**src/hdl/vstream_consts.svh**
```systemverilog
`ifndef VSTREAM_CONSTS_SVH
`define VSTREAM_CONSTS_SVH

// number of processing columns, at least 2
`define VS_NUM_COL 4

// width of one register-file word
`define VS_DATA_W 16

// words held in each column register file
`define VS_DEPTH 8

`endif

```
**src/hdl/vstream_pkg.sv**
```systemverilog
`default_nettype none

`include "vstream_consts.svh"

package vstream_pkg;

    // derived widths
    localparam int col_w = (`VS_NUM_COL > 1) ? $clog2(`VS_NUM_COL) : 1;
    localparam int addr_w = (`VS_DEPTH > 1) ? $clog2(`VS_DEPTH) : 1;
    // one extra bit so that a full-depth length fits
    localparam int vlen_w = addr_w + 1;

    typedef logic [col_w-1:0] col_idx_t;
    typedef logic [addr_w-1:0] addr_t;
    typedef logic [vlen_w-1:0] vlen_t;

    // shared register-file write port
    typedef struct packed {
        logic                  en;
        col_idx_t              col;
        addr_t                 addr;
        logic [`VS_DATA_W-1:0] data;
    } wr_req_t;

    // one word on the output stream
    typedef struct packed {
        logic [`VS_DATA_W-1:0] data;
        col_idx_t              col;
        // final word of the instruction
        logic                  last;
    } stream_beat_t;

endpackage

`default_nettype wire

```
**src/hdl/column_buffer.sv**
```systemverilog
`timescale 1ns/1ns
`default_nettype none

`include "vstream_consts.svh"

module column_buffer #(
    parameter int col_id = 0
) (
    input  logic                  clk,
    input  logic                  rst,
    input  vstream_pkg::wr_req_t  wr,
    input  logic                  start,
    input  vstream_pkg::vlen_t    vl,
    input  logic                  active,
    input  logic                  grant,
    output logic                  pending,
    output logic                  done,
    output logic [`VS_DATA_W-1:0] rd_data
);

    // local register file
    logic [`VS_DATA_W-1:0] mem [`VS_DEPTH];

    vstream_pkg::addr_t rd_cnt;
    vstream_pkg::vlen_t vl_q;
    logic               wr_hit;
    logic               accept;
    logic               reading;
    logic               at_last_word;

    // the write port is shared by all columns, match on our index
    assign wr_hit = wr.en && (wr.col == vstream_pkg::col_idx_t'(col_id));

    always_ff @(posedge clk) begin
        if (wr_hit) begin
            mem[wr.addr] <= wr.data;
        end
    end

    // start only counts while the controller is idle and we are not already armed
    assign accept = start && !active && !pending;

    // vector length of the armed instruction
    always_ff @(posedge clk) begin
        if (accept) begin
            vl_q <= vl;
        end
    end

    // this column owns the stream while granted
    assign reading = active && grant;

    assign at_last_word =
        (vstream_pkg::vlen_t'(rd_cnt) + vstream_pkg::vlen_t'(1)) == vl_q;

    assign done = reading && at_last_word;

    // word under the read counter, selected downstream by the output mux
    assign rd_data = mem[rd_cnt];

    always_ff @(posedge clk) begin
        if (rst) begin
            pending <= 1'b0;
            rd_cnt  <= '0;
        end else begin
            if (accept) begin
                pending <= 1'b1;
            end else if (done) begin
                pending <= 1'b0;
            end

            // rewind after the last word so the next instruction starts at 0
            if (done) begin
                rd_cnt <= '0;
            end else if (reading) begin
                rd_cnt <= rd_cnt + 1'b1;
            end
        end
    end

endmodule

`default_nettype wire

```
**src/hdl/vstreamout_control.sv**
```systemverilog
`timescale 1ns/1ns
`default_nettype none

`include "vstream_consts.svh"

module vstreamout_control (
    input  logic                   clk,
    input  logic                   rst,
    input  logic [`VS_NUM_COL-1:0] is_vstreamout,
    input  logic [`VS_NUM_COL-1:0] done,
    output logic [`VS_NUM_COL-1:0] supplier,
    output logic [`VS_NUM_COL-1:0] mux_control,
    output logic                   clken_pc,
    output logic                   is_vstreamout_global
);

    localparam logic [`VS_NUM_COL-1:0] first_col = {{(`VS_NUM_COL-1){1'b0}}, 1'b1};

    typedef enum logic {
        st_idle,
        st_active
    } state_t;

    state_t                 state;
    state_t                 state_nxt;
    logic [`VS_NUM_COL-1:0] supplier_nxt;
    logic [`VS_NUM_COL-1:0] mux_control_nxt;
    logic                   all_pending;
    logic                   mid_done;
    logic                   last_done;

    // every column must have accepted the instruction before draining
    assign all_pending = &is_vstreamout;

    // granted column finished, and it is not the final one
    assign mid_done  = |(supplier[`VS_NUM_COL-2:0] & done[`VS_NUM_COL-2:0]);
    assign last_done = supplier[`VS_NUM_COL-1] & done[`VS_NUM_COL-1];

    assign is_vstreamout_global = (state == st_active);

    always_ff @(posedge clk) begin
        if (rst) begin
            state       <= st_idle;
            supplier    <= first_col;
            mux_control <= '0;
        end else begin
            state       <= state_nxt;
            supplier    <= supplier_nxt;
            mux_control <= mux_control_nxt;
        end
    end

    always_comb begin
        case (state)
            st_active: begin
                if (mid_done) begin
                    // hand the stream to the next column
                    state_nxt       = st_active;
                    supplier_nxt    = supplier << 1;
                    mux_control_nxt = mux_control << 1;
                    clken_pc        = 1'b0;
                end else if (last_done) begin
                    // whole vector drained, let the PC move on
                    state_nxt       = st_idle;
                    supplier_nxt    = first_col;
                    mux_control_nxt = '0;
                    clken_pc        = 1'b1;
                end else begin
                    state_nxt       = st_active;
                    supplier_nxt    = supplier;
                    mux_control_nxt = mux_control;
                    clken_pc        = 1'b0;
                end
            end
            default: begin
                if (all_pending) begin
                    state_nxt       = st_active;
                    supplier_nxt    = first_col;
                    mux_control_nxt = first_col;
                    clken_pc        = 1'b0;
                end else begin
                    state_nxt       = st_idle;
                    supplier_nxt    = first_col;
                    mux_control_nxt = '0;
                    clken_pc        = 1'b0;
                end
            end
        endcase
    end

endmodule

`default_nettype wire

```
**src/hdl/stream_out_stage.sv**
```systemverilog
`timescale 1ns/1ns
`default_nettype none

`include "vstream_consts.svh"

module stream_out_stage (
    input  logic                                clk,
    input  logic                                rst,
    input  logic                                active,
    input  logic [`VS_NUM_COL-1:0]              mux_control,
    input  logic                                last_done,
    input  logic [`VS_NUM_COL*`VS_DATA_W-1:0]   col_data,
    output logic                                out_valid,
    output vstream_pkg::stream_beat_t           out_beat
);

    vstream_pkg::stream_beat_t beat_nxt;
    logic [`VS_DATA_W-1:0]     sel_data;
    vstream_pkg::col_idx_t     sel_col;

    // one-hot select as an OR of the masked words and indices
    always_comb begin
        sel_data = '0;
        sel_col  = '0;
        for (int i = 0; i < `VS_NUM_COL; i++) begin
            if (mux_control[i]) begin
                sel_data = sel_data | col_data[i*`VS_DATA_W +: `VS_DATA_W];
                sel_col  = sel_col | vstream_pkg::col_idx_t'(i);
            end
        end
    end

    always_comb begin
        beat_nxt.data = sel_data;
        beat_nxt.col  = sel_col;
        // last column's done marks the final word of the instruction
        beat_nxt.last = last_done;
    end

    always_ff @(posedge clk) begin
        if (rst) begin
            out_valid <= 1'b0;
        end else begin
            out_valid <= active && (|mux_control);
        end
    end

    // beat payload
    always_ff @(posedge clk) begin
        out_beat <= beat_nxt;
    end

endmodule

`default_nettype wire

```
**src/hdl/vstream_unit.sv**
```systemverilog
`timescale 1ns/1ns
`default_nettype none

`include "vstream_consts.svh"

module vstream_unit (
    input  logic                      clk,
    input  logic                      rst,
    input  vstream_pkg::wr_req_t      wr,
    input  logic                      start,
    input  vstream_pkg::vlen_t        vl,
    output logic                      out_valid,
    output vstream_pkg::stream_beat_t out_beat,
    output logic                      instr_done,
    output logic                      busy
);

    logic [`VS_NUM_COL-1:0]            pending;
    logic [`VS_NUM_COL-1:0]            col_done;
    logic [`VS_NUM_COL-1:0]            supplier;
    logic [`VS_NUM_COL-1:0]            mux_control;
    logic [`VS_NUM_COL*`VS_DATA_W-1:0] col_data;
    logic                              active;

    // one register file per column, drained in index order
    for (genvar c = 0; c < `VS_NUM_COL; c++) begin : g_col
        column_buffer #(
            .col_id (c)
        ) u_col (
            .clk     (clk),
            .rst     (rst),
            .wr      (wr),
            .start   (start),
            .vl      (vl),
            .active  (active),
            .grant   (supplier[c]),
            .pending (pending[c]),
            .done    (col_done[c]),
            .rd_data (col_data[c*`VS_DATA_W +: `VS_DATA_W])
        );
    end

    vstreamout_control u_ctrl (
        .clk                  (clk),
        .rst                  (rst),
        .is_vstreamout        (pending),
        .done                 (col_done),
        .supplier             (supplier),
        .mux_control          (mux_control),
        .clken_pc             (instr_done),
        .is_vstreamout_global (active)
    );

    // final beat is flagged by the last column's done
    stream_out_stage u_out (
        .clk         (clk),
        .rst         (rst),
        .active      (active),
        .mux_control (mux_control),
        .last_done   (col_done[`VS_NUM_COL-1]),
        .col_data    (col_data),
        .out_valid   (out_valid),
        .out_beat    (out_beat)
    );

    assign busy = active;

endmodule

`default_nettype wire

```
**config.mk**
```make
export PLATFORM = sky130hd
export DESIGN_NAME = vstream_unit
export DESIGN_NICKNAME = d
export VERILOG_FILES = /design/src/hdl/vstream_pkg.sv /design/src/hdl/column_buffer.sv /design/src/hdl/vstreamout_control.sv /design/src/hdl/stream_out_stage.sv /design/src/hdl/vstream_unit.sv
export VERILOG_INCLUDE_DIRS = /design/src /design/src/hdl
export SDC_FILE = /design/constraint.sdc
export NUM_CORES = 1
export LEC_CHECK = 0
export BUFFER_PORTS_ARGS = -buffer_cell sky130_fd_sc_hd__buf_2
export CAP_MARGIN = 30
export CORE_UTILIZATION = 60
export CTS_BUF_LIST = sky130_fd_sc_hd__clkbuf_2
export CTS_CLUSTER_SIZE = 28
export DETAILED_ROUTE_END_ITERATION = 6
export PLACE_DENSITY = 0.77
export SETUP_SLACK_MARGIN = 0.3
export SLEW_MARGIN = 20
export SYNTH_ARGS = -nofsm -noshare
export SYNTH_HDL_FRONTEND = slang
export SYNTH_SLANG_ARGS = --single-unit
```
**constraint.sdc**
```tcl
create_clock -name clk -period 3.15 [get_ports clk]
set_input_delay 0.63 -clock clk [delete_from_list [all_inputs] [get_ports clk]]
set_output_delay 0.63 -clock clk [all_outputs]
set_load 0.02 [all_outputs]
```
### Word level (Yosys, flattened, before mapping)

Memories as Yosys holds them, arrays and structs flattened. A register that Yosys moved wholly into a read port is not among the register bits.
Index checks and enable logic that the tools add are counted.

* $add $sub $neg: 8
* $mul: 0
* divide/modulo/power cells: 0
* order comparisons: 0
* equal/unequal tests: 8
* shift-type cells: 0
* muxes and demuxes: 42
* bitwise operators: 6
* reductions and logical operators: 38

Operator list (count)
* 16-bit two-way mux: 4
* 16-bit OR: 3
* 1-bit two-way mux: 25
* 3-bit two-way mux: 8
* 4-bit two-way mux: 5
* 1-bit logical AND: 18
* 3-bit by 1-bit adder with 4-bit output (second input constant): 4
* 4-bit == test: 4
* 3-bit by 1-bit adder with 3-bit output (second input constant): 4
* 2-bit OR reduction: 6
* 2-bit nonzero test: 5
* 1-bit zero test: 5
* 2-bit == test (second input constant): 2
* 4-bit AND reduction: 1
* 4-bit OR reduction: 1
* 3-bit bitwise AND: 1
* 3-bit inequality test (second input constant): 1
* 3-bit OR reduction: 1
* 2-bit by 1-bit == test with 1-bit output (second input constant): 1
* 2-bit zero test: 1
* 1-bit bitwise AND: 1
* 1-bit inverter: 1

* register bits: 61
* latch bits: 0
* memory bits (writable): 512
* memory bits (read-only): 0
* input port bits: 29
* output and inout bits: 22
* logic and storage cells: 126
* memories: 4

Memories
* g_col[0].u_col.mem: words 8, width 16, rd ports 1, clocked after Yosys merged registers in 1, wr ports 1, line column_buffer.sv:22 `` logic [`VS_DATA_W-1:0] mem [`VS_DEPTH]; ``
* g_col[1].u_col.mem: words 8, width 16, rd ports 1, clocked after Yosys merged registers in 1, wr ports 1, line column_buffer.sv:22
* g_col[2].u_col.mem: words 8, width 16, rd ports 1, clocked after Yosys merged registers in 1, wr ports 1, line column_buffer.sv:22
* g_col[3].u_col.mem: words 8, width 16, rd ports 1, clocked after Yosys merged registers in 1, wr ports 1, line column_buffer.sv:22

### Depth between registers and ports, before layout

* depth after elaboration: 7
* depth in mapped cells: 7
* gate-level depth less buffers: 6

### Hierarchy

A second synthesis with hierarchy kept.

* cell total of the unflattened synthesis: 1050
* area total of the unflattened synthesis: 22718.0 sq um

Modules (own cells, without submodules)
* column_buffer at g_col[1].u_col ...: instances 2, cells each 233, area an instance 5392.7 sq um, seq. area each 4103.9 sq um
* column_buffer at g_col[0].u_col: instances 1, cells each 232, area an instance 5391.4 sq um, seq. area each 4103.9 sq um
* column_buffer at g_col[3].u_col: instances 1, cells each 231, area an instance 5390.2 sq um, seq. area each 4103.9 sq um
* stream_out_stage: instances 1, cells each 80, area an instance 775.7 sq um, seq. area each 400.4 sq um
* vstreamout_control: instances 1, cells each 41, area an instance 375.4 sq um, seq. area each 180.2 sq um

### Worst setup path after synthesis

Ideal clock, no wire load.

* path kind: register to output
* from: register g_col[3].u_col.rd_cnt[0]
* to: output port instr_done
* arrival: 2.023 ns
* required time: 2.520 ns
* slack: 0.497 ns
* cell stages (with the launch flop): 7
* path buffers: 1
* path through: dfxtp_1 ha_1 xor2_1 nor3_1 o21ai_0 buf_2 nor4_1

* cells in the longest elaborated chain, start to end: 7

Ends and longest elaborated chain
* from (decl): line column_buffer.sv:24 `vstream_pkg::addr_t rd_cnt;`
* from (signal assigned): line column_buffer.sv:76 `rd_cnt <= rd_cnt + 1'b1;`
* 3-bit by 1-bit adder with 4-bit output: line column_buffer.sv:54 `(vstream_pkg::vlen_t'(rd_cnt) + vstream_pkg::vlen_t'(1)) == vl_q;`
* 4-bit == test: line column_buffer.sv:54
* 1-bit logical AND: line column_buffer.sv:56 `assign done = reading && at_last_word;`
* 1-bit bitwise AND: line vstreamout_control.sv:37 `` assign last_done = supplier[`VS_NUM_COL-1] & done[`VS_NUM_COL-1]; ``
* 1-bit two-way mux: line vstreamout_control.sv:62 `end else if (last_done) begin`
* 1-bit two-way mux: line vstreamout_control.sv:56 `if (mid_done) begin`
* 1-bit two-way mux: line vstreamout_control.sv:54 `case (state)`
* to (decl): line vstream_unit.sv:14 `output logic instr_done,`

Every way passes these cells.

### Final worst setup path

* from: register g_col[0].u_col.vl_q[2]
* to: output port instr_done

* cells in the longest elaborated chain, start to end: 6

Ends and longest elaborated chain
* from (decl): line column_buffer.sv:25 `vstream_pkg::vlen_t vl_q;`
* from (signal assigned): line column_buffer.sv:46 `vl_q <= vl;`
* 4-bit == test: line column_buffer.sv:54
* 1-bit logical AND: line column_buffer.sv:56
* 3-bit bitwise AND: line vstreamout_control.sv:36 `` assign mid_done = |(supplier[`VS_NUM_COL-2:0] & done[`VS_NUM_COL-2:0]); ``
* 3-bit OR reduction: line vstreamout_control.sv:36
* 1-bit two-way mux: line vstreamout_control.sv:56
* 1-bit two-way mux: line vstreamout_control.sv:54

Every way passes these cells.

==> results by stage <==
Detailed routing:
- Dividing the detail-routed wire length by the instance count gives around 26 microns.
- The average vias per placed instance is 6.13.
- For this block, the initial DRC count from the detailed router was 1,139.
- The count of unresolved DRC violations after routing is 0.
- Before antenna repair, the detailed router went through 5 iterations.
- The routed design has 47,000 microns of wire.
- The detail route stage leaves a number of antenna-violating nets equal to 0.
- The via count is 11.2k.

Global routing:
- The initial antenna violation count is 4.
- The total overflow left after global routing is 0.
- The total global-route track usage is about a quarter.
- The wire length of the first global-routing pass is approximately 70,000 microns.
- The number of global-route vias before repair is between 10k and 15k.
- The maximum number of pins on one net before global-route repair is 33.

Synthesis:
- The Yosys step of the flow raised 0 warnings.
- The number of nets handed over by synthesis was around 1.1k.
- Counting distinct cell types in the post-synthesis netlist gives 41.
- After synthesis the netlist holds a flip-flop and latch count of between 500 and 600.
- The number of instances in the synthesized netlist is 1,048.
- The per-instance average area after synthesis is roughly 21 sq um.
- Summing the sequential cell areas from Yosys gives 75.7% of the chip area.
- The cell area after synthesis is around 22,000 sq um.

Power and ir drop:
- Power spread over the standard cell area amounts to 551 nW/um^2.
- The leakage power is roughly 8.4 nW.
- Across the VDD grid, the largest voltage drop is ~0.30 mV.
- The total power is between 10 and 15 mW.

Setup path:
- STA classifies the critical path startpoint as a flop.
- The element type at the critical path end is a primary output.
- STA puts the critical path data required time at between 2 and 3 ns.
- The most critical setup path has its endpoint at instr_done.
- The setup slack of the most critical reg-to-reg path is 0.54 ns.
- The class of the most critical setup path is reg2out.
- The timing startpoint of the critical path is g_col[0].u_col.vl_q[2].
- The maximum fanout along the worst path is 4.
- Data arrives at the worst endpoint at 2.52 ns.
- The endpoint identified for the worst register-to-register timing path is u_out.out_beat[10].
- The number of cells on the worst reg-to-reg path is 5.

STA:
- The number of max-slew violations in the final report is 0.
- On the final layout, the worst clock skew is about 0.084 ns.
- Setup repair after global routing could not meet its margin everywhere.
- Static timing analysis puts the maximum clock frequency at between 0.3 and 0.4 GHz.
- The final period utilization is between 90% and 100%.
- The smallest setup slack after layout is between 0.0015 and 0.002 ns.
- Headroom to the max-slew limit came out at between 30% and 40%.
- The final-report hold violation count is 0.
- Setup violations remaining at the end of the flow were counted as 0.
- The transition time of the tightest slew-check pin is approximately 1.0 ns.
- The minimum period implied by the final worst setup slack is about 3.1 ns.
- Hold is met by 0.122 ns.

Placed design:
- Input and output buffers added on the ports amount to 50.
- Before CTS, the worst setup slack after placement is 0.540 ns.
- The routability congestion estimate is 0.840.
- In this run, placement finished with an instance count of about 1.6k.
- After legalization and detailed placement, the total HPWL measured ~27,000 microns.

Clock network:
- The clock tree synthesis step divided the H-tree into 4 levels.
- TritonCTS built the clock tree.
- The insertion delay of the later-clocked pin in the worst-skew pair is about 1.1 ns.
- Clock-pin slew was measured on the worst setup and hold paths at around 0.10 ns.
- The library cell used as clock root buffer is sky130_fd_sc_hd__clkbuf_2.
- The clock sink count is roughly 600.
- The clock passes through at most 3 buffers.
- Counting the buffers created by CTS gives ~140.

Layout:
- Once layout is complete, the utilization of the core stands at slightly below 70%.
- The number of non-filler instances in the completed layout is roughly 1.8k.
- The final net count is between 1k and 1.5k.
- The post-synthesis to final-layout area growth is 11.4%.
- The fraction of final layout cells sized beyond drive strength 1 is between 30 and 40%.

Hold path:
- The classification of the worst-slack hold path is in2reg.
- The instance count along the most critical hold path is 1.

Die:
- For this configuration, the core starts out at a cell density of around 60%.
- The floorplan step defined a die boundary enclosing ~38,000 sq um.
- The y dimension of the die is ~200 microns.
- The region available for standard cell placement spans 36,700 sq um.
- The count of boundary I/O pins is between 50 and 60.
- The number of cell rows is 70.
- The chip width is between 150 and 200 microns.

Status:
- The flow ran to the end, and the final reports show no timing, DRC or antenna violations.

Flow run:
- Across the run, the number of max-cap violations was 0.
==> how the worst min path moves through the flow <==
stage	from	end	slack [ns]
6_report	wr[8]	g_col[0].u_col.mem[0][8]	0.12
5_1_grt	wr[8]	g_col[2].u_col.mem[2][8]	0.03
4_1_cts	wr[8]	g_col[0].u_col.mem[0][8]	0.01
3_5_place_dp	g_col[1].u_col.pending	g_col[1].u_col.pending	0.49
3_3_place_gp	g_col[1].u_col.pending	g_col[1].u_col.pending	0.49
2_1_floorplan	g_col[2].u_col.pending	g_col[2].u_col.pending	0.46
==> area by class of cell <==
| type | count | area (sq um) |
|---|---|---|
| flip-flops and latches | 585 | 17000 |
| clock inverters | 42 | 302 |
| multi-input cells | 412 | 5240 |
| well taps | 468 | 586 |
| fillers | 2331 | 11700 |
| diodes | 2 | 5.00 |
| clock buffers | 197 | 986 |
| inverters | 1 | 3.75 |
| repair buffers | 124 | 866 |
==> registers in the layout, indices dropped and copies added, names as in the netlist, named ones only <==
signal / count
g_col.u_col.mem: 512
g_col.u_col.pending: 4
g_col.u_col.rd_cnt: 12
g_col.u_col.vl_q: 16
u_ctrl.is_vstreamout_global: 1
u_ctrl.mux_control: 4
u_ctrl.supplier: 4
u_out.out_beat: 19
u_out.out_valid: 1
==> power breakdown <==
group	switching, mW	internal [mW]
logic	0.205	0.0810
registers	0.0303	8.54
clock network	2.84	2.09
==> cells by family (layout without fill, tap and decap cells) <==
| group | Yosys count | count (layout) | synth area share (%) |
|---|---|---|---|
| buf+inv | 51 | 364 | 1.40 |
| mux | 198 | 198 | 17.2 |
| flops | 585 | 585 | 75.7 |
| compound gates | 45 | 45 | 1.46 |
| xor+xnor | 26 | 26 | 1.01 |
| other cells | 0 | 2 | 0 |
| simple gates | 139 | 139 | 3.00 |
| fa+ha+maj | 4 | 4 | 0.223 |
==> cell usage in the layout (no fill, tap or decap), types with 3 or more instances in the layout <==
cell                            netlist  final
sky130_fd_sc_hd__edfxtp_1           528    528
sky130_fd_sc_hd__ha_4                 0      3
sky130_fd_sc_hd__dfxtp_1             57     43
sky130_fd_sc_hd__nand3_1             19     18
sky130_fd_sc_hd__nand3b_1             6      6
sky130_fd_sc_hd__buf_2                5     49
sky130_fd_sc_hd__clkinv_1             0     25
sky130_fd_sc_hd__clkbuf_2             1    197
sky130_fd_sc_hd__xnor2_1             13     10
sky130_fd_sc_hd__buf_4                1     63
sky130_fd_sc_hd__or2_2                5      5
sky130_fd_sc_hd__mux2_2              64     64
sky130_fd_sc_hd__dlygate4sd3_1        0      7
sky130_fd_sc_hd__nor2_1              56     56
sky130_fd_sc_hd__mux2i_1              6      6
sky130_fd_sc_hd__nand2_1             35     34
sky130_fd_sc_hd__bufinv_16            0      5
sky130_fd_sc_hd__mux4_1              52     52
sky130_fd_sc_hd__a22oi_1             32     32
sky130_fd_sc_hd__xnor2_2              0      3
sky130_fd_sc_hd__a21oi_1              5      5
sky130_fd_sc_hd__dfxtp_2              0     10
sky130_fd_sc_hd__xor2_1              13     13
sky130_fd_sc_hd__inv_2                0      6
sky130_fd_sc_hd__dfxtp_4              0      4
sky130_fd_sc_hd__a211oi_1             3      3
sky130_fd_sc_hd__clkinv_2             0      4
sky130_fd_sc_hd__mux4_2              76     76
==> worst max-delay path, cell delays in order, from the launching register on <==
cell                       delay, ns
sky130_fd_sc_hd__edfxtp_1       0.43
sky130_fd_sc_hd__xnor2_2        0.16
sky130_fd_sc_hd__xnor2_1        0.19
sky130_fd_sc_hd__nor4_2         0.05
sky130_fd_sc_hd__buf_4          0.15
sky130_fd_sc_hd__nor4_4         0.30
sky130_fd_sc_hd__buf_4          0.19
==> Yosys cell counts (all sizes together) <==
| master | n | area share (%) |
|---|---|---|
| edfxtp | 528 | 71 |
| xnor2 | 13 | 0.51 |
| clkbuf | 17 | 0.29 |
| nor2b | 3 | 0.084 |
| mux2 | 64 | 3.2 |
| inv | 1 | 0.017 |
| nor3 | 3 | 0.12 |
| and4b | 1 | 0.045 |
| nand4b | 1 | 0.039 |
| a211oi | 3 | 0.10 |
| nand2b | 2 | 0.056 |
| or3 | 1 | 0.028 |
| mux4 | 128 | 14 |
| or3b | 2 | 0.078 |
| nor4 | 4 | 0.23 |
| mux2i | 6 | 0.27 |
| a21boi | 1 | 0.033 |
| nand3 | 19 | 0.42 |
| buf | 33 | 1.1 |
| nand3b | 6 | 0.20 |
| nor2 | 56 | 0.94 |
| nand2 | 35 | 0.59 |
| o21ai | 1 | 0.022 |
| dfxtp | 57 | 5.1 |
| o41ai | 1 | 0.039 |
| ha | 4 | 0.22 |
| or2 | 5 | 0.14 |
| a22oi | 32 | 1.1 |
| o31a | 1 | 0.039 |
| nor3b | 1 | 0.033 |
| a41o | 1 | 0.045 |
| xor2 | 13 | 0.51 |
| a21oi | 5 | 0.11 |
==> per-layer routing <==
layer / vias up / track usage, % / routed length (microns) / share of wire, %
li1: 4859 / - / - / -
met1: 5731 / 35.4 / 18300 / 39
met2: 559 / 40.5 / 23300 / 50
met3: 71 / 5.35 / 4330 / 9.2
met4: 2 / 9.04 / 1050 / 2.2
met5: - / 0 / 10 / 0.021
==> stage by stage <==
stage	setup TNS, ns	instance area [sq um]
after floorplan	0	22400
after global placement	0	23400
after detailed placement	0	23400
after CTS	-0.0794	24900
after global routing	-0.198	25000
final	0	25000
==> repair_timing <==
| action | in CTS | in global routing |
|---|---|---|
| pin swaps | 6 | 4 |
| endpoints found under the hold margin | 25 | 0 |
| setup endpoints to repair | 1 | 1 |
| gates resized for setup | 20 | 10 |
| hold buffers | 7 | 0 |
| buffers inserted | 6 | 3 |
Note: power is estimated with default switching activity, not from simulation.
